File: config.mk
export PLATFORM = sky130hd
export DESIGN_NAME = cdb_arbiter_flat
export DESIGN_NICKNAME = d
export VERILOG_FILES = /design/src/rob_cfg_pkg.sv /design/src/rob_types_pkg.sv /design/src/rob_ifs.sv /design/src/cdb_arbiter.sv /design/src/flat_wrapper.sv
export SDC_FILE = /design/constraint.sdc
export NUM_CORES = 1
export LEC_CHECK = 0
export BUFFER_PORTS_ARGS = -buffer_cell sky130_fd_sc_hd__buf_2
export CAP_MARGIN = 20
export CORE_AREA = 4 4 96 98
export CTS_CLUSTER_DIAMETER = 60
export CTS_CLUSTER_SIZE = 16
export DETAILED_ROUTE_END_ITERATION = 8
export DIE_AREA = 0 0 100 102
export PLACE_DENSITY_LB_ADDON = 0.1
export SLEW_MARGIN = 20
export SYNTH_ARGS = -nofsm -noshare
export SYNTH_HDL_FRONTEND = slang
export SYNTH_SLANG_ARGS = --single-unit
File: constraint.sdc
create_clock -name clk -period 1.2 [get_ports clk]
set_clock_uncertainty 0.05 [all_clocks]
set_input_delay 0 -clock clk [delete_from_list [all_inputs] [get_ports clk]]
set_output_delay 0 -clock clk [all_outputs]
set_load 0.005 [all_outputs]
File: src/rob_cfg_pkg.sv
package rob_cfg_pkg;

    // sizing of the reorder buffer subsystem
    // the top level copies these into its own parameters

    // entries in the reorder buffer
    localparam int ROB_DEPTH = 32;

    // tag width, enough to name every rob entry
    localparam int ROB_IDX_W = $clog2(ROB_DEPTH);

    // entries per write-back queue, one queue per functional unit
    localparam int WBQ_DEPTH = 4;

    // architectural data width, rv32i
    localparam int XLEN = 32;

    // register file index width, x0..x31
    localparam int REG_IDX_W = 5;

endpackage

File: src/rob_types_pkg.sv
package rob_types_pkg;

    import rob_cfg_pkg::*;

    // instruction kind as seen by the rob
    typedef enum logic [1:0] {
        OP_ALU    = 2'd0,
        OP_LOAD   = 2'd1,
        OP_BRANCH = 2'd2
    } op_kind_e;

    // life cycle of one entry
    typedef enum logic [1:0] {
        ST_EMPTY = 2'd0,
        ST_WAIT  = 2'd1,
        ST_DONE  = 2'd2
    } rob_status_e;

    typedef logic [ROB_IDX_W-1:0] rob_tag_t;

    // one slot of the entry table
    typedef struct packed {
        logic                 valid;
        rob_status_e          status;
        op_kind_e             kind;
        logic [XLEN-1:0]      pc;
        logic [REG_IDX_W-1:0] rd;
        logic                 we;
        logic [XLEN-1:0]      data;
        logic [XLEN-1:0]      mem_addr;
        logic                 taken;
        logic                 mispredict;
        logic [XLEN-1:0]      pc_new;
    } rob_entry_t;

    // alu and branch unit result
    typedef struct packed {
        rob_tag_t        tag;
        logic [XLEN-1:0] data;
        logic            taken;
        logic            mispredict;
        logic [XLEN-1:0] pc_new;
    } alu_result_t;

    // load result, store data is not tracked
    typedef struct packed {
        rob_tag_t        tag;
        logic [XLEN-1:0] data;
        logic [XLEN-1:0] mem_addr;
    } mem_result_t;

    // common data bus payload, both layouts plus source flag
    typedef struct packed {
        logic            from_mem;
        rob_tag_t        tag;
        logic [XLEN-1:0] data;
        logic [XLEN-1:0] mem_addr;
        logic            taken;
        logic            mispredict;
        logic [XLEN-1:0] pc_new;
    } cdb_pkt_t;

endpackage

File: src/rob_ifs.sv
`timescale 1ns/1ps

// common data bus, one broadcast per cycle at most
interface cdb_if
    import rob_types_pkg::*;
();

    logic     valid;
    cdb_pkt_t pkt;

    // arbiter side
    modport src (
        output valid,
        output pkt
    );

    // rob side, no back-pressure
    modport dst (
        input valid,
        input pkt
    );

endinterface


File: src/cdb_arbiter.sv
`timescale 1ns/1ps

module cdb_arbiter
    import rob_types_pkg::*;
(
    input  logic        clk,
    input  logic        rst_n_i,
    input  alu_result_t alu_pkt_i,
    input  logic        alu_rdy_i,
    output logic        alu_pop_o,
    input  mem_result_t mem_pkt_i,
    input  logic        mem_rdy_i,
    output logic        mem_pop_o,
    cdb_if.src          cdb
);

    // high when the memory queue won last time
    logic     last_mem_q;
    logic     grant_alu;
    logic     grant_mem;
    cdb_pkt_t pkt_d;

    // mem wins when alone, or when both ready and alu went last
    assign grant_mem = mem_rdy_i && (!alu_rdy_i || !last_mem_q);
    assign grant_alu = alu_rdy_i && !grant_mem;

    // pop the winner in the broadcast cycle
    assign alu_pop_o = grant_alu;
    assign mem_pop_o = grant_mem;

    // round-robin state, only moves on a grant
    always_ff @(posedge clk) begin
        if (!rst_n_i) begin
            last_mem_q <= 1'b0;
        end else if (grant_mem) begin
            last_mem_q <= 1'b1;
        end else if (grant_alu) begin
            last_mem_q <= 1'b0;
        end
    end

    // pack the chosen result onto the bus
    always_comb begin
        pkt_d = '0;
        if (grant_mem) begin
            pkt_d.from_mem = 1'b1;
            pkt_d.tag      = mem_pkt_i.tag;
            pkt_d.data     = mem_pkt_i.data;
            pkt_d.mem_addr = mem_pkt_i.mem_addr;
        end else begin
            // alu layout, branch fields included
            pkt_d.from_mem   = 1'b0;
            pkt_d.tag        = alu_pkt_i.tag;
            pkt_d.data       = alu_pkt_i.data;
            pkt_d.taken      = alu_pkt_i.taken;
            pkt_d.mispredict = alu_pkt_i.mispredict;
            pkt_d.pc_new     = alu_pkt_i.pc_new;
        end
    end

    assign cdb.valid = grant_alu || grant_mem;
    assign cdb.pkt   = pkt_d;

endmodule

File: src/flat_wrapper.sv
// flat-port wrapper written by rule: the top's interface ports become plain ports
module cdb_arbiter_flat import rob_types_pkg::*;
  (clk, rst_n_i, alu_pkt_i, alu_rdy_i, alu_pop_o, mem_pkt_i, mem_rdy_i, mem_pop_o, cdb_valid, cdb_pkt);
  cdb_if cdb_i ();
  input  logic clk;
  input  logic rst_n_i;
  input  alu_result_t alu_pkt_i;
  input  logic alu_rdy_i;
  output logic alu_pop_o;
  input  mem_result_t mem_pkt_i;
  input  logic mem_rdy_i;
  output logic mem_pop_o;
  output wire logic [$bits(cdb_i.valid)-1:0] cdb_valid;
  output wire logic [$bits(cdb_i.pkt)-1:0] cdb_pkt;
  assign cdb_valid = cdb_i.valid;
  assign cdb_pkt = cdb_i.pkt;
  cdb_arbiter u_core (.clk(clk), .rst_n_i(rst_n_i), .alu_pkt_i(alu_pkt_i), .alu_rdy_i(alu_rdy_i), .alu_pop_o(alu_pop_o), .mem_pkt_i(mem_pkt_i), .mem_rdy_i(mem_rdy_i), .mem_pop_o(mem_pop_o), .cdb(cdb_i));
endmodule
==> results.yml <==
critical_path:
  worst_setup_path_start_kind: "register"
  crit_type: "reg2out"
  cp_slowest_cell: "mux2_2"
  reg2reg_depth: 3
  crit_end: "cdb_pkt[74]"
  rr_endpoint: "u_core.last_mem_q$_SDFFE_PN0P_"
  crit_fanout: 33
  cp.arrival_ps: 1220
  cp_slowest_stage_delay_ps: 360
  r2r_start: "u_core.last_mem_q$_SDFFE_PN0P_"
  crit_start: "u_core.last_mem_q$_SDFFE_PN0P_"
  cp.required_ps: 1150
  ff2ff_setup_slack_ps: 380
  worstPathCellList: "a21boi_4 -> buf_12 -> mux2_2 -> buf_2"
  end_kind: "output pin"
drt:
  vias: 1767
  ant_nets: 0
  totalWireLength_um: 6268
  wl_per_cell_um: 13.14
  drt_iter0_markers: 5
  drc: 0
  first_pass_iters: 3
  via_per_inst: 3.704
floorplan:
  die_area_mm2: 0.01020
  start_util: 0.1176
  dieWidth_um: 100
  ioPinCount: 251
  rows: 34
  coreArea_mm2: 0.008466
  die_h_um: 102
global_routing:
  grt_max_degree: 35
  antenna_found_initial: 0
  grt_pass1_vias: 1707
  grtUsageTotal: 0.1023
  grt_pass1_wl_um: 8521
  overflow: 0
power_and_ir_drop:
  ir_worst_vdd_mv: 0.2050
  combPwrFrac: 0.961
  p_total_mw: 1.018
  clkPwrFrac: 0
  switching_power_uw: 353.6
  seqPwrFrac: 0.039
  p_sw_frac: 0.3475
  p_leak_nw: 1.540
  internal_power_uw: 664.0
  p_per_area_mw_per_mm2: 394.8
final_layout:
  seqCellArea_um2: 21.27
  drive_gt1_frac: 0.8076
  largest-register: "u_core.last_mem_q"
  n_antenna_cell: 0
  final_cells: 477
  multiInputGateArea_um2: 930.9
  syn2layout_area_growth_pct: 158.8
  largest_reg_flops: 1
  nets: 515
  fill_cells: 921
  reg.largest.list: "u_core.last_mem_q (1)"
  final_area_mm2: 0.002577
yosys:
  yosys_warnings: 0
  synth_fp_nets: 266
  avgSynthCellArea_um2: 8.164
  synthDistinctLibCells: 14
  synthesis.area_um2: 996.0
  ys_seq_elements: 1
  synth-seq-area-share: 0.02010
  syn_inst: 122
sta:
  whs_ps: 192.5
  post-route-period-util: 1.056
  rsz0062_at_grt: "true"
  period_needed_ps: 1268
  slew-limit-headroom: 0.8843
  setup_slack_ps: -67.61
  worst_pin_slew_ps: 173.5
  tns_ps: -1833
  fmax_mhz: 788.9
  finalHoldViolCount: 0
  final_max_slew_viol_count: 0
  setup_viol: 49
placement:
  dp_cells: 475
  place_area_mm2: 0.002360
  post-dp-hpwl_um: 5614
  gp_congestion: 0.7353
  port_buffers: 250
min_path:
  hold_class: "in2reg"
  hold_depth: 3
run:
  timing.max_cap.violations: 0
outcome:
  violations: "setup timing"
  status: "finished with violations"
cts:
  clk_pin_slew_ps: 0
  clkLatencyLatePin_ps: 0
## worst max-delay path: cells and delay by family (launching register included)
family          cells  cell delay (ps)
mux                 1              360
flops               1              310
compound gates      1              170
buf+inv             2              360
## power by group through the flow
stage          clock (mW)  sequential (mW)  combinational [mW]
5_1_grt                 0           0.0404                1.08
3_5_place_dp            0           0.0393               0.864
6_report                0           0.0400               0.978
4_1_cts                 0           0.0398               0.906
3_3_place_gp            0           0.0390               0.873
2_1_floorplan           0           0.0398               0.366
## per-layer routing
| metal | share of wire | wire length [µm] | GRT usage | vias to the layer above |
|---|---|---|---|---|
| li1 | - | - | - | 889 |
| met1 | 0.31 | 1973 | 0.1035 | 732 |
| met2 | 0.53 | 3339 | 0.2170 | 146 |
| met3 | 0.15 | 955 | 0.02935 | 0 |
| met4 | 0 | 0 | 0 | 0 |
| met5 | 0 | 0 | 0 | - |
## Yosys cell counts
| master | n | area [µm²] |
|---|---|---|
| mux2_2 | 35 | 394.1 |
| or2_2 | 1 | 6.260 |
| buf_2 | 2 | 10.01 |
| and2_1 | 32 | 200.2 |
| dfxtp_1 | 1 | 20.02 |
| inv_1 | 1 | 3.750 |
| a21boi_4 | 1 | 18.77 |
| a21boi_0 | 1 | 7.510 |
| o21ai_0 | 1 | 5.000 |
| nor2b_1 | 34 | 212.7 |
| mux2_1 | 2 | 22.52 |
| buf_6 | 4 | 45.04 |
| a21oi_1 | 1 | 5.000 |
| buf_4 | 6 | 45.04 |
## per-stage QoR
step           setup slack, ps    util
5_1_grt                 -131.0  0.3045
3_3_place_gp            -87.85  0.2787
4_1_cts                 -66.38  0.2864
3_5_place_dp            -82.67  0.2787
2_1_floorplan            78.33       -
6_report                -67.61  0.3045
## layout make-up
| type | count | area share |
|---|---|---|
| Timing Repair Buffer | 259 | 0.5767 |
| Multi-Input combinational cell | 108 | 0.3612 |
| Tap cell | 108 | 0.05243 |
| Sequential cell | 1 | 0.008252 |
| Inverter | 1 | 0.001456 |
## placed cells by master, fill, tap and decap left out
cell / count
buf_2: 235
nor2b_1: 34
and2_1: 31
mux2_2: 20
buf_6: 16
mux2_4: 15
buf_4: 3
mux2_1: 2
buf_12: 2
a21boi_4: 1
or2_2: 1
and2_4: 1
inv_1: 1
a21boi_0: 1
o21ai_0: 1
a21oi_1: 1
clkbuf_16: 1
buf_8: 1
buf_16: 1
dfxtp_2: 1
## logic make-up after synthesis
family | count (synthesis) | share of synthesized area
and+or+nand+nor | 67 | 0.4209
muxes | 37 | 0.4183
buffers and inverters | 13 | 0.1043
AOI/OAI and AO/OA | 4 | 0.03643
DFF | 1 | 0.02010
## worst min-delay path by stage
| stage | slack, ps | startpoint | end |
|---|---|---|---|
| global route | 220 | rst_n_i | u_core.last_mem_q$_SDFFE_PN0P_ |
| floorplan | 30 | mem_rdy_i | alu_pop_o |
| global placement | 190 | rst_n_i | u_core.last_mem_q$_SDFFE_PN0P_ |
| detailed placement | 200 | rst_n_i | u_core.last_mem_q$_SDFFE_PN0P_ |
| finish | 190 | rst_n_i | u_core.last_mem_q$_SDFFE_PN0P_ |
| CTS | 190 | rst_n_i | u_core.last_mem_q$_SDFFE_PN0P_ |
## what timing repair did
item | CTS | global route
hold endpoints to repair | 0 | 0
buffers inserted | 1 | 0
cloned | 0 | 1
resized for setup | 13 | 26
hold buffers | 0 | 0
endpoints found under the setup margin | 78 | 93
No activity file was read; power rests on OpenSTA's default activity.
