### src/rob_cfg_pkg.sv
package rob_cfg_pkg;

    // sizing of the reorder buffer subsystem
    // the top level copies these into its own parameters

    // entries in the reorder buffer
    localparam int ROB_DEPTH = 32;

    // tag width, enough to name every rob entry
    localparam int ROB_IDX_W = $clog2(ROB_DEPTH);

    // entries per write-back queue, one queue per functional unit
    localparam int WBQ_DEPTH = 4;

    // architectural data width, rv32i
    localparam int XLEN = 32;

    // register file index width, x0..x31
    localparam int REG_IDX_W = 5;

endpackage

### src/rob_types_pkg.sv
package rob_types_pkg;

    import rob_cfg_pkg::*;

    // instruction kind as seen by the rob
    typedef enum logic [1:0] {
        OP_ALU    = 2'd0,
        OP_LOAD   = 2'd1,
        OP_BRANCH = 2'd2
    } op_kind_e;

    // life cycle of one entry
    typedef enum logic [1:0] {
        ST_EMPTY = 2'd0,
        ST_WAIT  = 2'd1,
        ST_DONE  = 2'd2
    } rob_status_e;

    typedef logic [ROB_IDX_W-1:0] rob_tag_t;

    // one slot of the entry table
    typedef struct packed {
        logic                 valid;
        rob_status_e          status;
        op_kind_e             kind;
        logic [XLEN-1:0]      pc;
        logic [REG_IDX_W-1:0] rd;
        logic                 we;
        logic [XLEN-1:0]      data;
        logic [XLEN-1:0]      mem_addr;
        logic                 taken;
        logic                 mispredict;
        logic [XLEN-1:0]      pc_new;
    } rob_entry_t;

    // alu and branch unit result
    typedef struct packed {
        rob_tag_t        tag;
        logic [XLEN-1:0] data;
        logic            taken;
        logic            mispredict;
        logic [XLEN-1:0] pc_new;
    } alu_result_t;

    // load result, store data is not tracked
    typedef struct packed {
        rob_tag_t        tag;
        logic [XLEN-1:0] data;
        logic [XLEN-1:0] mem_addr;
    } mem_result_t;

    // common data bus payload, both layouts plus source flag
    typedef struct packed {
        logic            from_mem;
        rob_tag_t        tag;
        logic [XLEN-1:0] data;
        logic [XLEN-1:0] mem_addr;
        logic            taken;
        logic            mispredict;
        logic [XLEN-1:0] pc_new;
    } cdb_pkt_t;

endpackage

### src/rob_ifs.sv


// head presentation and retire handshake between rob and commit unit
interface commit_if
    import rob_types_pkg::*;
();

    logic       head_valid;
    rob_entry_t head_entry;
    rob_tag_t   head_tag;
    // retire only while head is valid and done
    logic       retire;
    // flush wins over everything else on the same edge
    logic       flush;

    modport rob (
        output head_valid,
        output head_entry,
        output head_tag,
        input  retire,
        input  flush
    );

    modport cmt (
        input  head_valid,
        input  head_entry,
        input  head_tag,
        output retire,
        output flush
    );

endinterface

### src/commit_unit.sv
`timescale 1ns/1ps

module commit_unit
    import rob_cfg_pkg::*;
    import rob_types_pkg::*;
(
    input  logic                 clk,
    input  logic                 rst_n_i,
    commit_if.cmt                cmt,
    output logic                 retire_valid_o,
    output logic [REG_IDX_W-1:0] retire_rd_o,
    output logic                 retire_we_o,
    output logic [XLEN-1:0]      retire_data_o,
    output logic [XLEN-1:0]      retire_pc_o,
    output logic [XLEN-1:0]      retire_mem_addr_o,
    output logic                 flush_o,
    output logic [XLEN-1:0]      redirect_pc_o,
    output logic                 disp_credit_o
);

    logic retire;
    logic flush;

    // head done, retire on this edge
    assign retire = cmt.head_valid && (cmt.head_entry.status == ST_DONE);
    // mispredicted branch also kills everything younger
    assign flush  = retire && (cmt.head_entry.kind == OP_BRANCH)
                    && cmt.head_entry.mispredict;

    assign cmt.retire = retire;
    assign cmt.flush  = flush;

    // control outputs, one cycle pulses
    always_ff @(posedge clk) begin
        if (!rst_n_i) begin
            retire_valid_o <= 1'b0;
            flush_o        <= 1'b0;
            disp_credit_o  <= 1'b0;
        end else begin
            retire_valid_o <= retire;
            flush_o        <= flush;
            // every retired slot is a credit for dispatch
            disp_credit_o  <= retire;
        end
    end

    // retire payload, held between retires
    always_ff @(posedge clk) begin
        if (retire) begin
            retire_rd_o       <= cmt.head_entry.rd;
            retire_we_o       <= cmt.head_entry.we;
            retire_data_o     <= cmt.head_entry.data;
            retire_pc_o       <= cmt.head_entry.pc;
            retire_mem_addr_o <= cmt.head_entry.mem_addr;
        end
        // redirect target alongside flush_o
        if (flush) begin
            redirect_pc_o <= cmt.head_entry.pc_new;
        end
    end

endmodule

### src/flat_wrapper.sv
// flat-port wrapper written by rule: the top's interface ports become plain ports
module commit_unit_flat import rob_cfg_pkg::*; import rob_types_pkg::*;
  (clk, rst_n_i, retire_valid_o, retire_rd_o, retire_we_o, retire_data_o, retire_pc_o, retire_mem_addr_o, flush_o, redirect_pc_o, disp_credit_o, cmt_head_valid, cmt_head_entry, cmt_head_tag, cmt_retire, cmt_flush);
  commit_if cmt_i ();
  input  logic clk;
  input  logic rst_n_i;
  output logic retire_valid_o;
  output logic [REG_IDX_W-1:0] retire_rd_o;
  output logic retire_we_o;
  output logic [XLEN-1:0] retire_data_o;
  output logic [XLEN-1:0] retire_pc_o;
  output logic [XLEN-1:0] retire_mem_addr_o;
  output logic flush_o;
  output logic [XLEN-1:0] redirect_pc_o;
  output logic disp_credit_o;
  input wire logic [$bits(cmt_i.head_valid)-1:0] cmt_head_valid;
  input wire logic [$bits(cmt_i.head_entry)-1:0] cmt_head_entry;
  input wire logic [$bits(cmt_i.head_tag)-1:0] cmt_head_tag;
  output wire logic [$bits(cmt_i.retire)-1:0] cmt_retire;
  output wire logic [$bits(cmt_i.flush)-1:0] cmt_flush;
  assign cmt_i.head_valid = cmt_head_valid;
  assign cmt_i.head_entry = cmt_head_entry;
  assign cmt_i.head_tag = cmt_head_tag;
  assign cmt_retire = cmt_i.retire;
  assign cmt_flush = cmt_i.flush;
  commit_unit u_core (.clk(clk), .rst_n_i(rst_n_i), .cmt(cmt_i), .retire_valid_o(retire_valid_o), .retire_rd_o(retire_rd_o), .retire_we_o(retire_we_o), .retire_data_o(retire_data_o), .retire_pc_o(retire_pc_o), .retire_mem_addr_o(retire_mem_addr_o), .flush_o(flush_o), .redirect_pc_o(redirect_pc_o), .disp_credit_o(disp_credit_o));
endmodule
### config.mk
export PLATFORM = sky130hd
export DESIGN_NAME = commit_unit_flat
export DESIGN_NICKNAME = d
export VERILOG_FILES = /design/src/rob_cfg_pkg.sv /design/src/rob_types_pkg.sv /design/src/rob_ifs.sv /design/src/commit_unit.sv /design/src/flat_wrapper.sv
export SDC_FILE = /design/constraint.sdc
export NUM_CORES = 1
export LEC_CHECK = 0
export ABC_AREA = 1
export BUFFER_PORTS_ARGS = -buffer_cell sky130_fd_sc_hd__buf_2
export CORE_UTILIZATION = 30
export CTS_BUF_LIST = sky130_fd_sc_hd__clkbuf_2
export DETAILED_ROUTE_END_ITERATION = 7
export SLEW_MARGIN = 20
export SYNTH_ARGS = -nofsm -noshare
export SYNTH_HDL_FRONTEND = slang
export SYNTH_SLANG_ARGS = --single-unit
export TNS_END_PERCENT = 50
### constraint.sdc
create_clock -name clk -period 3.1 [get_ports clk]
set_clock_uncertainty 0.1 [all_clocks]
set_input_delay 0 -clock clk [delete_from_list [all_inputs] [get_ports clk]]
set_output_delay 0 -clock clk [all_outputs]
set_load 0.05 [all_outputs]
==> metrics.md, run 1 <==
| Metric | Value |
|---|---|
| Starting density of the core | 0.310 |
| Syn Std Cell Area | ~4100 um^2 |
| Synthesized Nets | 294 |
| # rows | 42 |
| Top post-synthesis cells by area | edfxtp_1 (98%), dfxtp_1 (0.97%), nand3b_4 (0.49%) |
| Die width | 119 um |
| H-tree depth reported by CTS | 4 |
| Yosys cell types | 8 |
| CTS root buf | clkbuf_2 |
| CTS Hold Bufs | 128 |
| DP HPWL | 7320 um |
| Syn Area/Cell | 28.4 um^2 |
| Post-CTS Setup Inserts | 0 |
| Share of the synthesized area in the top cell type | 0.976 |
| Post-synth EDFFs | 134 |
| Post-Synthesis Cells | 145 |
| Register area share after synthesis | 0.986 |
| Post-CTS Resized | 0 |
| Fail Step | 4_1_cts |
| Ys async rst share | 0 |
| IO buf count | 280 |
| Error | [ERROR RSZ-0060] Max buffer count reached. |
| GP Congestion | 0.762 |
| Number of buffers created by CTS | 17 |
| Top-count cell post-synth | edfxtp_1 |
| Dominant synthesized flop cell | edfxtp_1 |
| Die Span Y | 119 um |
| Clk buf depth | 2 |
| Status | stopped before the end |
| Synthesized flop and latch total | 136 |
| Syn. warnings | 0 |
| I/O pin count | between 200 and 300 |
| Yosys top cell by area | edfxtp_1 |
| Clk sink count | 136 |
| Synth cell count leaders | edfxtp_1 (134), inv_1 (3), dfxtp_1 (2), nor2_1 (2) |
[per-stage QoR]
stage | cells | hold WS [ns] | cell area (um^2) | setup WS (ns) | util
after floorplan | 145 | -0.00113 | 4120 | 0.127 | -
after global placement | 602 | 0.0761 | 5770 | 1.47 | 0.434
after detailed placement | 602 | 0.0781 | 5770 | 1.42 | 0.434
[cells by family after synthesis]
kind of cell           after synthesis  share of synthesized area
buffers and inverters                4                    0.00455
DFF                                136                      0.986
and+or+nand+nor                      5                    0.00941
==> run 2: changes to the inputs <==
CORE_UTILIZATION = 20   (was 30)
CTS_BUF_LIST = unset   (was sky130_fd_sc_hd__clkbuf_2)
PLACE_DENSITY_LB_ADDON = 0.15   (was unset)
==> metrics.md, run 2 <==
| Metric | Value |
|---|---|
| Status | finished, final reports clean |
| Residual DRC | 0 |
| Mux cell area share after synthesis | 0 (unchanged) |
| Starting density of the core | 0.204 (-0.106) |
| Die Span Y | 146 um (+22%) |
| DR vias | 3138 |
| Rel. slew slack | 0.568 |
| Fin area | 7950 um^2 |
| Initial antenna violation count | 0 |
| Share of the synthesized area in the top cell type | 0.976 (unchanged) |
| Largest family of logic cells by synthesized area | simple AND/OR/NAND/NOR gates |
| Sw Share | 0.231 |
| Clk sink count | 136 (unchanged) |
| Max incr delay on CP | 0.58 ns |
| CP bufs+invs | 5 |
| Hold Fails Final Rpt | 0 |
| Power Total | 4.99 mW |
| Slew Viols, Final | 0 |
| Critical Path Stages | 7 |
| Layout area overhead | 92.8% |
| GP Congestion | 0.729 (-4.2%) |
| Clk pwr share | 0.462 |
| Die width | 146 um (+22%) |
| Synth cell count leaders | edfxtp_1 (134), inv_1 (3), dfxtp_1 (2), nor2_1 (2) |
| Vias in the first global route | 3458 |
| Final Core Density | 0.393 |
| Worst hold stages | 3 |
| Routed WL | 11600 um |
| Leak Pwr | 3.31 nW |
| Hold Crit Start | cmt_head_entry[139] |
| Placement Cell Area | 5890 um^2 (+2.0%) |
| Complex-gate fraction of the synthesized area | 0 (unchanged) |
| Max-cap viol count | 0 |
| Syn Area/Cell | 28.4 um^2 (unchanged) |
| Crit path cell chain | dlygate4sd3_1, buf_2, nand3b_4, dlygate4sd3_1, nor2_2, buf_4, buf_2 |
| Setup crit end kind | output port |
| DP Worst Slack | 1.37 ns (-0.0502 ns) |
| Critical path required time | about 3.0 ns |
| Core Area | 20200 um^2 |
| Antenna viol nets, final | 0 |
| Worst-margin pin slew | 0.648 ns |
| Synthesized Nets | 294 (unchanged) |
| Critical path type | input pin to output port |
| Maximum vdd drop | between 0.0003 and 0.0004 V |
| Final worst slack | 0.740 ns |
| Yosys cell types | 8 (unchanged) |
| Pwr Density | 627 nW/um^2 |
| DP HPWL | 7700 um (+5.2%) |
| Register area share after synthesis | 0.986 (unchanged) |
| CP startpoint | cmt_head_entry[32] |
| Final setup fails | 0 |
| DR vias/cell | 3.62 |
| Logic gate share of total power | 0.114 |
| CTS tree | built |
| XOR/XNOR share of the synthesized area | 0 (unchanged) |
| Top-count cell post-synth | edfxtp_1 |
| Antenna diodes | 0 |
| GR Overflow Total | 0 |
| Commonest cells after routing, fill and taps aside | buf_2 (280), dlygate4sd3_1 (139), edfxtp_1 (134) |
| Minimum clock period | ~2.4 ns |
| Drt first pass iters | 3 |
| CTS root buf | clkbuf_16 |
| Gr usage total | 0.113 |
| Post-route setup TNS | 0 ns |
| Hold Path Class | input pin to flop |
| Top post-synthesis cells by area | edfxtp_1 (98%), dfxtp_1 (0.97%), nand3b_4 (0.49%) |
| First-pass GRT wire length | about 18000 um |
| IO buf count | 280 (unchanged) |
| Worst EP arrival | between 2 and 2.5 ns |
| Max FO, Critical Path | 29 |
| Psw | 1.15 mW |
| Die footprint | about 21000 um^2 |
| Commonest non-fill, non-tap cell in the layout | buf_2 |
| Routed length per instance | 13.4 um |
| # rows | 52 (+24%) |
| RSZ-0062 raised after global routing | false |
| Largest net degree at the start of global routing | 55 |
| Post-Synthesis Cells | 145 (unchanged) |
| I/O pin count | 288 (unchanged) |
| Syn. warnings | 0 (unchanged) |
| Post-synth EDFFs | 134 (unchanged) |
| Share of cells above drive strength 1 | 0.530 |
| H-tree depth reported by CTS | 4 (unchanged) |
| Simple-gate share of the synthesized area | 0.00941 (unchanged) |
| Post-route fraction of the period consumed by the critical path | 0.761 |
| Post-layout net count | 733 |
| Sequential power share | 0.424 |
| Number of buffers created by CTS | 17 (unchanged) |
| DR iter-0 viols | 96 |
| Ys async rst share | 0 (unchanged) |
| Clk buf depth | 2 (unchanged) |
| Syn Std Cell Area | 4120 um^2 (unchanged) |
| CTS clk-pin slew, worst paths | roughly 0.060 ns |
| Int Power | 3.84 mW |
| Yosys top cell by area | edfxtp_1 |
| Fmax | 0.424 GHz |
| Critical path's slowest cell | dlygate4sd3_1 |
| Critical path's top delay family | buffers and inverters |
| CP Launch Type | input pin |
| Dominant synthesized flop cell | edfxtp_1 |
| Synth Area in Adders | 0 (unchanged) |
| Synthesized flop and latch total | 136 (unchanged) |
-- run 2: cell counts after synthesis --
Identical to the previous run, type by type.
-- run 2: per-layer routing --
layer	part of all wire	wire (um)	GRT usage
met5	0	0	0
met4	0.013	145	0.0432
met3	0.11	1250	0.0567
met2	0.48	5570	0.185
met1	0.40	4620	0.126
-- run 2: layout make-up --
cell class              count  area (um^2)
flip-flops and latches    136         4060
repair buffers            421         2820
well taps                 270          338
inverters                   3         13.8
clock inverters            14          245
fillers                  1870        12300
multi-input cells           5         41.3
clock buffers              17          425
-- run 2: worst paths after layout --
kind | endpoint | slack (ns)
max | cmt_flush | 0.74
min | u_core.redirect_pc_o[8]$_DFFE_PP_ | 0.03
-- run 2: logic make-up after synthesis --
family                 after synthesis
buffers and inverters                4
and+or+nand+nor                      5
DFF                                136
-- run 2: tightest hold or removal path: cells and delay by family --
| family | cells | cell delay [ns] |
|---|---|---|
| and+or+nand+nor | 2 | 0.27 |
| buffers and inverters | 1 | 0.11 |
-- run 2: metrics by stage --
step | hold WS (ns) | cells
5_1_grt | 0.0425 | 866
2_1_floorplan | -0.00113 | 145
4_1_cts | 0.0157 | 866
3_5_place_dp | 0.0781 | 696
3_3_place_gp | 0.0759 | 696
6_report | 0.0330 | 866
-- run 2: power groups by stage --
stage / clock, mW / sequential (mW) / combinational, mW
floorplan: 0 / 2.40 / 0.0214
global placement: 0 / 2.15 / 0.429
detailed placement: 0 / 2.15 / 0.431
CTS: 2.38 / 2.11 / 0.569
global route: 2.46 / 2.12 / 0.595
finish: 2.31 / 2.11 / 0.566
-- run 2: what timing repair did --
item	CTS	global route
hold buffers	139	0
resized for setup	0	0
setup buffers	0	0
hold endpoints to repair	140	0
No activity file was read; power rests on OpenSTA's default activity.
==> run 3: changes to the inputs <==
clock period = 2.4 ns   (was 3.1 ns; I/O delays follow)
==> metrics.md, run 3 (same netlist as run 2, synthesis figures left out) <==
| Metric | Value |
|---|---|
| Status | finished, final reports clean |
| GP Congestion | 0.780 (+7.0%) |
| Layout area overhead | 90.1% |
| Clk pwr share | 0.408 (-0.054) |
| Critical path's top delay family | buffers and inverters |
| CP bufs+invs | 4 (-1) |
| CP dominant cell by count | dlygate4sd3_1 |
| Critical path required time | 2.60 ns (-0.40 ns) |
| Slew Viols, Final | 0 (unchanged) |
| GR Overflow Total | 0 (unchanged) |
| Setup crit end kind | flop |
| Share of cells above drive strength 1 | 0.529 (-0.000888) |
| RSZ-0062 raised after global routing | false |
| Vias in the first global route | 3355 (-3.0%) |
| Sw Share | 0.247 (+0.0160) |
| CTS tree | built |
| Number of buffers created by CTS | 17 (unchanged) |
| Post-route fraction of the period consumed by the critical path | 0.694 |
| Area of the multi-input gates | 41.3 um^2 (unchanged) |
| Post-route setup TNS | 0 ns (unchanged) |
| Filler cells | 1916 (+2.5%) |
| Fmax | around 0.6 GHz |
| CP Launch Type | input pin |
| Clk buf depth | 2 (unchanged) |
| Commonest non-fill, non-tap cell in the layout | buf_2 |
| Starting density of the core | 0.204 (unchanged) |
| Post-layout net count | 734 (+0.14%) |
| Largest net degree at the start of global routing | 60 (+9.1%) |
| IO buf count | 280 (unchanged) |
| Post-CTS Resized | 0 (unchanged) |
| Die width | 146 um (unchanged) |
| CTS clk-pin slew, worst paths | 0.06 ns (about the same) |
| Hold Slack | 0.166 ns (+0.133 ns) |
| # rows | 52 (unchanged) |
| Residual DRC | 0 (unchanged) |
| Max-cap viol count | 0 (unchanged) |
| CTS root buf | clkbuf_16 |
| Crit path cell chain | dlygate4sd3_1, buf_2, nand3b_4, dlygate4sd3_1, nor2_1, dlygate4sd3_1 |
| Psw | 1.44 mW (+25%) |
| Routed length per instance | 13.2 um (-1.7%) |
| Rel. slew slack | 0.723 (+0.155) |
| First-pass GRT wire length | 17300 um (-4.2%) |
| Critical path type | input pin to flop |
| Leak Pwr | 3.25 nW (-1.7%) |
| Gr usage total | 0.109 (-0.00395) |
| Max incr delay on CP | 0.54 ns (-0.04 ns) |
| Post-CTS Setup Inserts | 0 (unchanged) |
| Die Span Y | 146 um (unchanged) |
| Minimum clock period | 1.67 ns |
| I/O pin count | 288 (unchanged) |
| Antenna viol nets, final | 0 (unchanged) |
| Die footprint | 21200 um^2 (unchanged) |
| Register area | 4060 um^2 (unchanged) |
| Maximum vdd drop | 0.000424 V (+29%) |
| Routed WL | 11400 um (-1.6%) |
| Power Total | 5.85 mW (+17%) |
| DR vias | 3110 (-0.89%) |
| DR iter-0 viols | 81 (-16%) |
| Hold Path Class | input pin to flop |
| Critical path's slowest cell | dlygate4sd3_1 |
| Initial antenna violation count | 0 (unchanged) |
| Sequential power share | 0.467 (+0.043) |
| Worst EP arrival | 1.86 ns (-0.40 ns) |
| DP HPWL | 7690 um (-0.17%) |
| DR vias/cell | 3.59 (-1.0%) |
| Pwr Density | 746 nW/um^2 (+19%) |
| Clk sink count | 136 (unchanged) |
| Antenna diodes | 0 (unchanged) |
| Drt first pass iters | 4 (+1) |
| Max FO, Critical Path | 2 (-93%) |
| CTS Hold Bufs | 139 (unchanged) |
| Final setup fails | 0 (unchanged) |
| Hold Fails Final Rpt | 0 (unchanged) |
| Logic gate share of total power | 0.125 (+0.011) |
| H-tree depth reported by CTS | 4 (unchanged) |
| Worst-margin pin slew | 0.415 ns (-0.233 ns) |
| Commonest cells after routing, fill and taps aside | buf_2 (280), dlygate4sd3_1 (139), edfxtp_1 (134) |
| Int Power | 4.41 mW (+15%) |
| Core Area | 20200 um^2 (unchanged) |
[run 3: cell count changes in the layout (fill, tap and decap cells not counted), sizes merged]
| cell | change |
|---|---|
| clkinv | +6 |
| bufinv | -5 |
| inv | -3 |
| clkinvlp | +2 |
| buf | +1 |
[run 3: layout make-up]
type | instances | area share
Tap cell | 270 | 0.0431
Timing Repair Buffer | 422 | 0.363
Sequential cell | 136 | 0.519
Clock buffer | 17 | 0.0543
Multi-Input combinational cell | 5 | 0.00527
Clock inverter | 14 | 0.0141
Inverter | 3 | 0.00192
[run 3: per-layer routing]
metal / global-route usage / share of wire
met5: 0 / 0
met4: 0.0526 / 0.016
met3: 0.0533 / 0.11
met2: 0.181 / 0.47
met1: 0.116 / 0.41
[run 3: power groups by stage]
stage | Sequential [mW] | Clock, mW | Combinational (mW)
after global routing | 2.74 | 2.54 | 0.767
after CTS | 2.73 | 2.46 | 0.734
final | 2.73 | 2.38 | 0.732
after floorplan | 3.10 | 0 | 0.0280
after global placement | 2.78 | 0 | 0.555
after detailed placement | 2.78 | 0 | 0.557
[run 3: worst paths after layout]
check                start                            endpoint  cells after the start
max     cmt_head_entry[32]           u_core.flush_o$_SDFF_PN0_                      6
min    cmt_head_entry[137]  u_core.redirect_pc_o[12]$_DFFE_PP_                      4
[run 3: stage by stage]
stage               instances  cell area, um^2  worst slack [ns]  utilization
floorplan                 145             4130            -0.326            -
global placement          697             5910              1.01        0.292
detailed placement        697             5910             0.980        0.292
CTS                       867             7830             0.768        0.387
global route              867             7830             0.657        0.387
finish                    867             7830             0.734        0.387
[run 3: worst min-delay path, cell delays in order]
cell	delay [ns]
buf_2	0.11
nand3b_4	0.07
nor2_2	0.03
buf_4	0.24
