$ cat src/rob_cfg_pkg.sv
package rob_cfg_pkg;

    // sizing of the reorder buffer subsystem
    // the top level copies these into its own parameters

    // entries in the reorder buffer
    localparam int ROB_DEPTH = 32;

    // tag width, enough to name every rob entry
    localparam int ROB_IDX_W = $clog2(ROB_DEPTH);

    // entries per write-back queue, one queue per functional unit
    localparam int WBQ_DEPTH = 4;

    // architectural data width, rv32i
    localparam int XLEN = 32;

    // register file index width, x0..x31
    localparam int REG_IDX_W = 5;

endpackage

$ cat src/rob_types_pkg.sv
package rob_types_pkg;

    import rob_cfg_pkg::*;

    // instruction kind as seen by the rob
    typedef enum logic [1:0] {
        OP_ALU    = 2'd0,
        OP_LOAD   = 2'd1,
        OP_BRANCH = 2'd2
    } op_kind_e;

    // life cycle of one entry
    typedef enum logic [1:0] {
        ST_EMPTY = 2'd0,
        ST_WAIT  = 2'd1,
        ST_DONE  = 2'd2
    } rob_status_e;

    typedef logic [ROB_IDX_W-1:0] rob_tag_t;

    // one slot of the entry table
    typedef struct packed {
        logic                 valid;
        rob_status_e          status;
        op_kind_e             kind;
        logic [XLEN-1:0]      pc;
        logic [REG_IDX_W-1:0] rd;
        logic                 we;
        logic [XLEN-1:0]      data;
        logic [XLEN-1:0]      mem_addr;
        logic                 taken;
        logic                 mispredict;
        logic [XLEN-1:0]      pc_new;
    } rob_entry_t;

    // alu and branch unit result
    typedef struct packed {
        rob_tag_t        tag;
        logic [XLEN-1:0] data;
        logic            taken;
        logic            mispredict;
        logic [XLEN-1:0] pc_new;
    } alu_result_t;

    // load result, store data is not tracked
    typedef struct packed {
        rob_tag_t        tag;
        logic [XLEN-1:0] data;
        logic [XLEN-1:0] mem_addr;
    } mem_result_t;

    // common data bus payload, both layouts plus source flag
    typedef struct packed {
        logic            from_mem;
        rob_tag_t        tag;
        logic [XLEN-1:0] data;
        logic [XLEN-1:0] mem_addr;
        logic            taken;
        logic            mispredict;
        logic [XLEN-1:0] pc_new;
    } cdb_pkt_t;

endpackage

$ cat src/wb_queue.sv
`timescale 1ns/1ps

module wb_queue
    import rob_cfg_pkg::*;
    import rob_types_pkg::*;
#(
    parameter type payload_t = alu_result_t,
    parameter int  DEPTH     = WBQ_DEPTH
) (
    input  logic     clk,
    input  logic     rst_n_i,
    input  logic     flush_i,
    input  logic     push_i,
    input  payload_t push_data_i,
    input  logic     pop_i,
    output payload_t pop_data_o,
    output logic     not_empty_o,
    output logic     credit_o
);

    localparam int PTR_W = (DEPTH > 1) ? $clog2(DEPTH) : 1;
    localparam int CNT_W = $clog2(DEPTH + 1);

    // storage, payload only
    payload_t mem_q [DEPTH];

    logic [PTR_W-1:0] rd_ptr_q;
    logic [PTR_W-1:0] wr_ptr_q;
    logic [CNT_W-1:0] count_q;

    assign not_empty_o = (count_q != '0);
    // oldest result sits at the read pointer
    assign pop_data_o  = mem_q[rd_ptr_q];

    // pointers, count and credit pulse
    always_ff @(posedge clk) begin
        if (!rst_n_i || flush_i) begin
            // flush drops queued results of discarded work
            rd_ptr_q <= '0;
            wr_ptr_q <= '0;
            count_q  <= '0;
        end else begin
            if (push_i) begin
                wr_ptr_q <= (wr_ptr_q == PTR_W'(DEPTH - 1)) ? '0 : wr_ptr_q + 1'b1;
            end
            if (pop_i) begin
                rd_ptr_q <= (rd_ptr_q == PTR_W'(DEPTH - 1)) ? '0 : rd_ptr_q + 1'b1;
            end
            // simultaneous push and pop leaves count alone
            case ({push_i, pop_i})
                2'b10:   count_q <= count_q + 1'b1;
                2'b01:   count_q <= count_q - 1'b1;
                default: count_q <= count_q;
            endcase
        end
    end

    // one credit back per forwarded result
    // entries dropped by a flush come back through flush_o instead
    always_ff @(posedge clk) begin
        if (!rst_n_i) begin
            credit_o <= 1'b0;
        end else begin
            credit_o <= pop_i;
        end
    end

    // payload write
    always_ff @(posedge clk) begin
        if (push_i) begin
            mem_q[wr_ptr_q] <= push_data_i;
        end
    end

endmodule

$ cat config.mk
export PLATFORM = sky130hd
export DESIGN_NAME = wb_queue
export DESIGN_NICKNAME = d
export VERILOG_FILES = /design/src/rob_cfg_pkg.sv /design/src/rob_types_pkg.sv /design/src/wb_queue.sv
export SDC_FILE = /design/constraint.sdc
export NUM_CORES = 1
export LEC_CHECK = 0
export BUFFER_PORTS_ARGS = -buffer_cell sky130_fd_sc_hd__buf_2
export CAP_MARGIN = 20
export CORE_ASPECT_RATIO = 0.75
export CORE_UTILIZATION = 30
export CTS_CLUSTER_DIAMETER = 100
export CTS_CLUSTER_SIZE = 28
export DETAILED_ROUTE_END_ITERATION = 7
export MAX_ROUTING_LAYER = met4
export PLACE_DENSITY = 0.46
export SYNTH_ARGS = -nofsm -noshare
export SYNTH_HDL_FRONTEND = slang
export SYNTH_SLANG_ARGS = --single-unit
$ cat constraint.sdc
create_clock -name clk -period 3.6 [get_ports clk]
set_clock_uncertainty 0.1 [all_clocks]
set_input_delay 0 -clock clk [delete_from_list [all_inputs] [get_ports clk]]
set_output_delay 0 -clock clk [all_outputs]
set_load 0.02 [all_outputs]
==> impl_metrics.json, run 1 <==
{
  "grt_max_degree": 59,
  "grt_usage_pct": 12.4,
  "place_inst": 1013,
  "final_nets": 733,
  "grt_pass1_vias": 5461,
  "synthesis.nets": 499,
  "reg2regPathDepth": 4,
  "r2r_start": "wr_ptr_q[1]",
  "wl_met1_microns": 10100,
  "worstHoldPathType": "primary input to register",
  "fin_crit_sh_pct": 69.2,
  "port_buffers": 148,
  "power_density_mw_per_mm2": 467,
  "die_x_microns": 221,
  "routedWlPerCell_microns": 20.1,
  "synthToLayoutAreaGrowth_pct": 22.6,
  "h-tree-depth": 1,
  "grt-ovfl-total": 0,
  "r2r_slack_ps": 1520,
  "max_freq_mhz": 401,
  "routed-wl-met2_microns": 11200,
  "synth_area_per_cell_sq_um": 25.9,
  "grt_setup_unrepaired": "false",
  "clock_path_buffers": 3,
  "viasPerCell": 4.50,
  "finalCriticalPeriod_ps": 2490,
  "endpoint_kind": "output pin",
  "max-vdd-ir-drop_mv": 0.239,
  "yosysWarnings": 0,
  "sequential_cell_area_sq_mm": 0.00874,
  "drt_iter0_markers": 319,
  "p_leak_nw": 4.37,
  "postCtsSetupBuffers": 0,
  "drc_errors": 0,
  "vias": 5007,
  "worst_pin_slew_ps": 824,
  "place_congestion": 0.655,
  "tritoncts.num_buffers": 14,
  "final_cell_mix": "edfxtp_1 (284), buf_2 (148), dlygate4sd3_1 (78)",
  "final_common_cell": "edfxtp_1",
  "ant_nets": 0,
  "ys_ff_latch": 294,
  "drt_wl_total_microns": 22400,
  "fin_cells": 1113,
  "mappedNetlistArea_sq_mm": 0.0108,
  "start_util_pct": 30.8,
  "pin_count": 149,
  "grt_pass1_wl_microns": 33500,
  "timing_hold_violations_final": 0,
  "clock_latency_ps": 490,
  "synthDistinctLibCells": 21,
  "slew_viol_final": 0,
  "cp-endpoint": "pop_data_o[8]",
  "die_height_microns": 166,
  "routed-wl-met3_microns": 787,
  "clkSlewWorstSetupHoldPaths_ps": 110,
  "cp.arrival_ps": 2390,
  "cts_tree": "yes",
  "slew_headroom_pct": 45.1,
  "cts_num_sinks": 294,
  "rows": 59,
  "root_buffer": "clkbuf_16",
  "die_area_sq_mm": 0.0367,
  "multi_input_area_sq_mm": 0.00186,
  "crit_fanout": 57,
  "status": "complete, no violations",
  "core_area_sq_mm": 0.0351,
  "first_pass_iters": 4,
  "cap_violations": 0,
  "synthTopCellsByArea": "edfxtp_1 (79%), mux4_2 (15%), dfxtp_1 (1.9%), buf_12 (1.3%), ha_1 (0.70%)",
  "final.setup.tns_ps": 0,
  "crit_type": "register to output pin",
  "antenna_found_initial": 2,
  "dp_hpwl_microns": 13600,
  "critical_path_required_ps": 3500,
  "r2r-end": "mem_q[0][59]",
  "synth_top_area_share_pct": 79.1,
  "yosysTopAreaCell": "edfxtp_1",
  "setup_viol": 0,
  "yosysSeqAreaShare_pct": 80.9,
  "synth_cells": 416,
  "maxUsedRoutingLayer": "met4",
  "fillers": 3203,
  "drive_above_1_share_pct": 37.9,
  "startpoint_type": "register"
}
-- where the power goes --
part | internal, W | total [W] | switching, W | leakage (nW)
registers | 0.00383 | 0.00386 | 0.0000276 | 2.69
logic | 0.000237 | 0.000519 | 0.000283 | 1.48
clock network | 0.000781 | 0.00179 | 0.00101 | 0.197
-- final cells by class --
cell class                      instances  area share [%]
Sequential cell                       294            66.0
Timing Repair Buffer                  234            12.3
Antenna cell                            2          0.0378
Clock inverter                          1           0.123
Clock buffer                           19            2.95
Inverter                                3          0.0851
Multi-Input combinational cell        103            14.1
Tap cell                              457            4.32
-- kinds of logic (layout without fill, tap and decap cells) --
group / Yosys count / count (layout) / share of synthesized area, %
other: 0 / 2 / 0
XOR/XNOR: 2 / 2 / 0.162
AO/OA/AOI/OAI: 3 / 3 / 0.139
multiplexers: 75 / 75 / 15.2
flip-flops: 294 / 294 / 80.9
AND/OR/NAND/NOR: 16 / 16 / 0.777
adder cells (fa/ha/maj): 7 / 7 / 0.882
buffers and inverters: 19 / 257 / 1.87
-- synth_stat cells --
cell and n:
a21oi_1 2, and2_1 5, buf_1 1, buf_12 7, buf_2 7, buf_6 1
dfxtp_1 10, edfxtp_1 284, fa_1 1, ha_1 6, inv_1 3, mux2i_1 4
mux4_1 1, mux4_2 70, nand2b_1 1, nor2_1 7, nor3b_1 1, o21ai_0 1
or3_1 2, xnor2_1 1, xor2_1 1
-- stage by stage --
stage	area [sq um]	hold WS (ps)	setup WS (ps)	power, W	utilization (%)
after floorplan	10800	-1.13	852	0.00421	-
after global placement	12000	113	1520	0.00439	34.3
after detailed placement	12000	119	1500	0.00441	34.3
after CTS	13200	124	1020	0.00625	37.7
after global routing	13200	140	942	0.00638	37.7
final	13200	148	1110	0.00617	37.7
-- critical path: stages, from the launching register on --
cell and delay, ps:
dfxtp_4 570, buf_12 440, mux4_2 620, buf_2 190
-- state kept, by name, indices dropped and copies added, names as in the netlist, named ones only --
signal and count:
count_q 3, credit_o 1, mem_q 284, rd_ptr_q 2, wr_ptr_q 2
-- routing by layer --
| metal | GRT usage, % | vias to the layer above |
|---|---|---|
| met5 | - | - |
| met4 | 1.89 | 0 |
| met1 | 16.0 | 2657 |
| met2 | 21.0 | 107 |
| li1 | - | 2223 |
| met3 | 2.18 | 20 |
-- what timing repair did --
item / in CTS / in global routing
hold buffers: 78 / 0
resized for setup: 0 / 0
hold endpoints to repair: 333 / 0
-- worst min-delay path by stage --
stage | startpoint | to | cells after the start
after floorplan | push_data_i[0] | mem_q[0][0] | 0
after global placement | push_data_i[8] | mem_q[2][8] | 1
after detailed placement | push_data_i[24] | mem_q[3][24] | 1
after CTS | push_data_i[52] | mem_q[0][52] | 2
after global routing | push_data_i[10] | mem_q[3][10] | 2
final | push_data_i[9] | mem_q[1][9] | 2
No activity file was read; power rests on OpenSTA's default activity.
==> inputs of run 2 (changes only) <==
clock period = 2.5 ns   (was 3.6 ns; I/O delays follow)
==> impl_metrics.json, run 2 (synthesis results as in run 1) <==
{
  "status": "complete, no violations",
  "grt_usage_pct": 11.9,
  "endpoint_kind": "output pin",
  "finalPower_w": 0.00888,
  "clkSlewWorstSetupHoldPaths_ps": 100,
  "viasPerCell": 4.46,
  "grt_max_degree": 72,
  "cp_cell_sequence": "buf_4 -> mux4_1 -> buf_2",
  "multi_input_area_sq_mm": 0.00186,
  "drt_iter0_markers": 227,
  "final_cell_mix": "edfxtp_1 (284), buf_2 (148), dlygate4sd3_1 (78)",
  "clock_latency_ps": 490,
  "crit_fanout": 11,
  "final_nets": 734,
  "largest_reg_flops": 284,
  "core_area_sq_mm": 0.0351,
  "cts_num_sinks": 294,
  "cpLargestDelayFamily": "multiplexers",
  "finalCriticalPeriod_ps": 2190,
  "grt_pass1_vias": 5545,
  "crit_path_max_incr_delay_ps": 600,
  "post-route-cell-area_sq_mm": 0.0133,
  "timing.hold.ws_ps": 149,
  "min_path_cells": 2,
  "h-tree-depth": 1,
  "postCtsSetupBuffers": 0,
  "cts_tree": "yes",
  "vias": 4971,
  "cap_violations": 0,
  "place_congestion": 0.650,
  "p_leak_nw": 4.39,
  "r2r_slack_ps": 740,
  "cts_resized": 0,
  "final.setup.tns_ps": 0,
  "power_density_mw_per_mm2": 668,
  "grt_pass1_wl_microns": 32400,
  "cp_slowest_cell": "mux4_1",
  "sequential_cell_area_sq_mm": 0.00874,
  "dp_hpwl_microns": 11800,
  "startpoint_type": "register",
  "first_pass_iters": 4,
  "slew_headroom_pct": 66.9,
  "timing_hold_violations_final": 0,
  "clock_path_buffers": 3,
  "slew_viol_final": 0,
  "worstHoldStart": "push_data_i[33]",
  "setup_viol": 0,
  "drive_above_1_share_pct": 38.1,
  "routedWlPerCell_microns": 19.1,
  "top_regs": "mem_q x284, count_q x3",
  "final_common_cell": "edfxtp_1",
  "drt_wl_total_microns": 21300,
  "max_freq_mhz": 456,
  "cp_num_buf_inv": 2,
  "drc_errors": 0,
  "fillers": 3200,
  "reg2regPathDepth": 5,
  "die_x_microns": 221,
  "worstHoldPathType": "primary input to register",
  "regMostFlops": "mem_q",
  "place_area_sq_mm": 0.0121,
  "grt_setup_unrepaired": "false",
  "crit_type": "register to output pin",
  "max-vdd-ir-drop_mv": 0.330,
  "die_area_sq_mm": 0.0367,
  "r2r-end": "wr_ptr_q[1]",
  "ant_nets": 0,
  "root_buffer": "clkbuf_16",
  "pin_count": 149,
  "fin_crit_sh_pct": 87.7,
  "die_height_microns": 166,
  "holdPathEnd": "mem_q[2][33]",
  "port_buffers": 148,
  "r2r_start": "wr_ptr_q[0]",
  "hold_buffers": 78,
  "rows": 59,
  "tritoncts.num_buffers": 14,
  "start_util_pct": 30.8,
  "antenna_found_initial": 1,
  "critical_path_required_ps": 2400,
  "worst_pin_slew_ps": 496,
  "synthToLayoutAreaGrowth_pct": 23.2,
  "cp.arrival_ps": 2090,
  "grt-ovfl-total": 0
}
## run 2: changes by cell type in the layout (fill, tap and decap cells not counted), sizes merged
cell and delta:
buf +1, clkbuf +1, clkinv +1, diode -1
## run 2: through the flow
step | std cells | util, % | setup WS (ps)
CTS | 1114 | 37.9 | 235
global placement | 1014 | 34.5 | 789
finish | 1115 | 37.9 | 308
detailed placement | 1014 | 34.5 | 792
floorplan | 416 | - | 523
global route | 1115 | 37.9 | 188
## run 2: cell type report
cell class              count  area share, %
repair buffers            235           12.7
diodes                      1         0.0188
clock buffers              20           2.97
inverters                   3         0.0848
multi-input cells         103           14.0
flip-flops and latches    294           65.8
clock inverters             2          0.122
well taps                 457           4.30
## run 2: routing by layer
layer | vias to the layer above | global-route usage [%] | part of all wire [%]
li1 | 2229 | - | -
met1 | 2613 | 14.4 | 43
met2 | 104 | 20.6 | 51
met3 | 25 | 2.55 | 4.3
met4 | 0 | 2.40 | 1.8
met5 | - | - | 0
## run 2: how the worst max path moves through the flow
stage | end | slack (ps) | startpoint | depth (start not counted)
finish | pop_data_o[57] | 310 | register | 3
CTS | pop_data_o[57] | 230 | register | 3
global placement | pop_data_o[57] | 790 | register | 3
floorplan | mem_q[3][0] | 520 | wr_ptr_q[0] | 2
detailed placement | pop_data_o[57] | 790 | register | 3
global route | pop_data_o[57] | 190 | register | 3
## run 2: where the power goes
group | switching, W | internal (W) | total [W]
clock | 0.00145 | 0.00113 | 0.00258
sequential | 0.0000334 | 0.00552 | 0.00555
combinational | 0.000403 | 0.000347 | 0.000750
total | 0.00189 | 0.00699 | 0.00888
==> inputs of run 3 (changes only) <==
CELL_PAD_IN_SITES_DETAIL_PLACEMENT = 0   (was default)
CELL_PAD_IN_SITES_GLOBAL_PLACEMENT = 1   (was default)
PLACE_DENSITY = 0.51   (was 0.46)
==> impl_metrics.json, run 3 (synthesis results as in run 1) <==
{
  "seqPwrFrac_pct": 62.7,
  "regMostFlops": "mem_q",
  "viasPerCell": 4.47,
  "setup_viol": 0,
  "grt_pass1_vias": 5602,
  "hold_buffers": 77,
  "vias": 4975,
  "start_util_pct": 30.8,
  "final_nets": 736,
  "final_common_cell": "edfxtp_1",
  "p_int_w": 0.00696,
  "timing.hold.ws_ps": 147,
  "cap_violations": 0,
  "timing.final.ws_setup_ps": 405,
  "ant_nets": 0,
  "finalPower_w": 0.00884,
  "dp_hpwl_microns": 13000,
  "grt-ovfl-total": 0,
  "first_pass_iters": 4,
  "power_density_mw_per_mm2": 666,
  "clock_latency_ps": 490,
  "tritoncts.num_buffers": 14,
  "crit_fanout": 37,
  "endpoint_kind": "output pin",
  "final.setup.tns_ps": 0,
  "worstHoldPathType": "primary input to register",
  "clock_power_share_pct": 28.7,
  "grt_usage_pct": 12.2,
  "fillers": 3195,
  "die_height_microns": 166,
  "timing_hold_violations_final": 0,
  "die_area_sq_mm": 0.0367,
  "drt_iter0_markers": 347,
  "startpoint_type": "register",
  "core_area_sq_mm": 0.0351,
  "max_freq_mhz": 477,
  "crit_path_max_incr_delay_ps": 600,
  "pwr-share-comb_pct": 8.6,
  "routedWlPerCell_microns": 19.2,
  "rows": 59,
  "fin_cells": 1113,
  "top_regs": "mem_q x284, count_q x3",
  "pre_cts_slack_ps": 715,
  "cp_cell_sequence": "buf_12 -> mux4_2 -> buf_2",
  "cts_num_sinks": 294,
  "antenna_found_initial": 2,
  "finalCriticalPeriod_ps": 2090,
  "max-vdd-ir-drop_mv": 0.392,
  "cp_slowest_cell": "mux4_2",
  "cts_resized": 0,
  "fin_crit_sh_pct": 83.8,
  "grt_setup_unrepaired": "false",
  "pin_count": 149,
  "clock_path_buffers": 3,
  "grt_max_degree": 69,
  "drt_wl_total_microns": 21400,
  "die_x_microns": 221,
  "slew_viol_final": 0,
  "cp_num_buf_inv": 2,
  "crit_type": "register to output pin",
  "place_inst": 1017,
  "slew_headroom_pct": 66.3,
  "switching_share_pct": 21.2,
  "cts_tree": "yes",
  "p_switching_w": 0.00188,
  "cp.arrival_ps": 1990,
  "root_buffer": "clkbuf_16",
  "clkSlewWorstSetupHoldPaths_ps": 100,
  "worst_pin_slew_ps": 506,
  "port_buffers": 148,
  "final_cell_mix": "edfxtp_1 (284), buf_2 (148), dlygate4sd3_1 (77)",
  "critical_path_required_ps": 2400,
  "largest_reg_flops": 284,
  "place_congestion": 0.690,
  "cpLargestDelayFamily": "multiplexers",
  "h-tree-depth": 1,
  "grt_pass1_wl_microns": 33200,
  "drive_above_1_share_pct": 38.7,
  "status": "complete, no violations",
  "drc_errors": 0,
  "synthToLayoutAreaGrowth_pct": 23.1,
  "p_leak_nw": 4.39,
  "postCtsSetupBuffers": 0
}
-- run 3: cell types whose count changed in the layout (fill, tap and decap cells not counted), sizes merged --
| cell | change |
|---|---|
| dlygate4sd3 | -1 |
| buf | +3 |
| inv | -1 |
| clkinv | +1 |
| diode | +1 |
| clkbuf | -5 |
-- run 3: power groups by stage --
stage / Clock, W / Combinational, W / Sequential [W]
5_1_grt: 0.00279 / 0.000821 / 0.00556
2_1_floorplan: 0 / 0.000402 / 0.00566
6_report: 0.00254 / 0.000760 / 0.00555
4_1_cts: 0.00268 / 0.000781 / 0.00555
3_3_place_gp: 0 / 0.000672 / 0.00566
3_5_place_dp: 0 / 0.000682 / 0.00566
-- run 3: stage by stage --
step	util (%)	instance area (sq um)
2_1_floorplan	-	10800
3_3_place_gp	34.5	12100
3_5_place_dp	34.5	12100
4_1_cts	37.8	13300
5_1_grt	37.9	13300
6_report	37.9	13300
-- run 3: layout make-up --
class / instances / area [sq um] / share of cell area [%]
Inverter: 3 / 11.3 / 0.0848
Timing Repair Buffer: 237 / 1690 / 12.7
Sequential cell: 294 / 8740 / 65.8
Antenna cell: 2 / 5.00 / 0.0377
Multi-Input combinational cell: 103 / 1860 / 14.0
Clock inverter: 2 / 21.3 / 0.160
Tap cell: 457 / 572 / 4.31
Clock buffer: 15 / 375 / 2.83
-- run 3: worst paths after layout --
path,start,to,slack [ps],cells after the start
setup / recovery,register,pop_data_o[20],410,3
hold / removal,push_data_i[63],mem_q[1][63],150,2
setup reg to reg,wr_ptr_q[0],mem_q[3][60],750,3
hold reg to reg,count_q[2],count_q[2],410,2
-- run 3: worst reg2reg max path: cells and delay by family, from the launching register on --
family / cells / cell delay [ps]
flip-flops: 1 / 410
AND/OR/NAND/NOR: 1 / 380
buffers and inverters: 1 / 330
adder cells (fa/ha/maj): 1 / 200
-- run 3: per-layer routing --
metal	vias to the layer above	share of wire [%]	track usage [%]
li1	2232	-	-
met1	2608	46	16.0
met2	112	48	19.8
met3	23	4.3	2.30
met4	0	1.9	2.40
met5	-	0	-
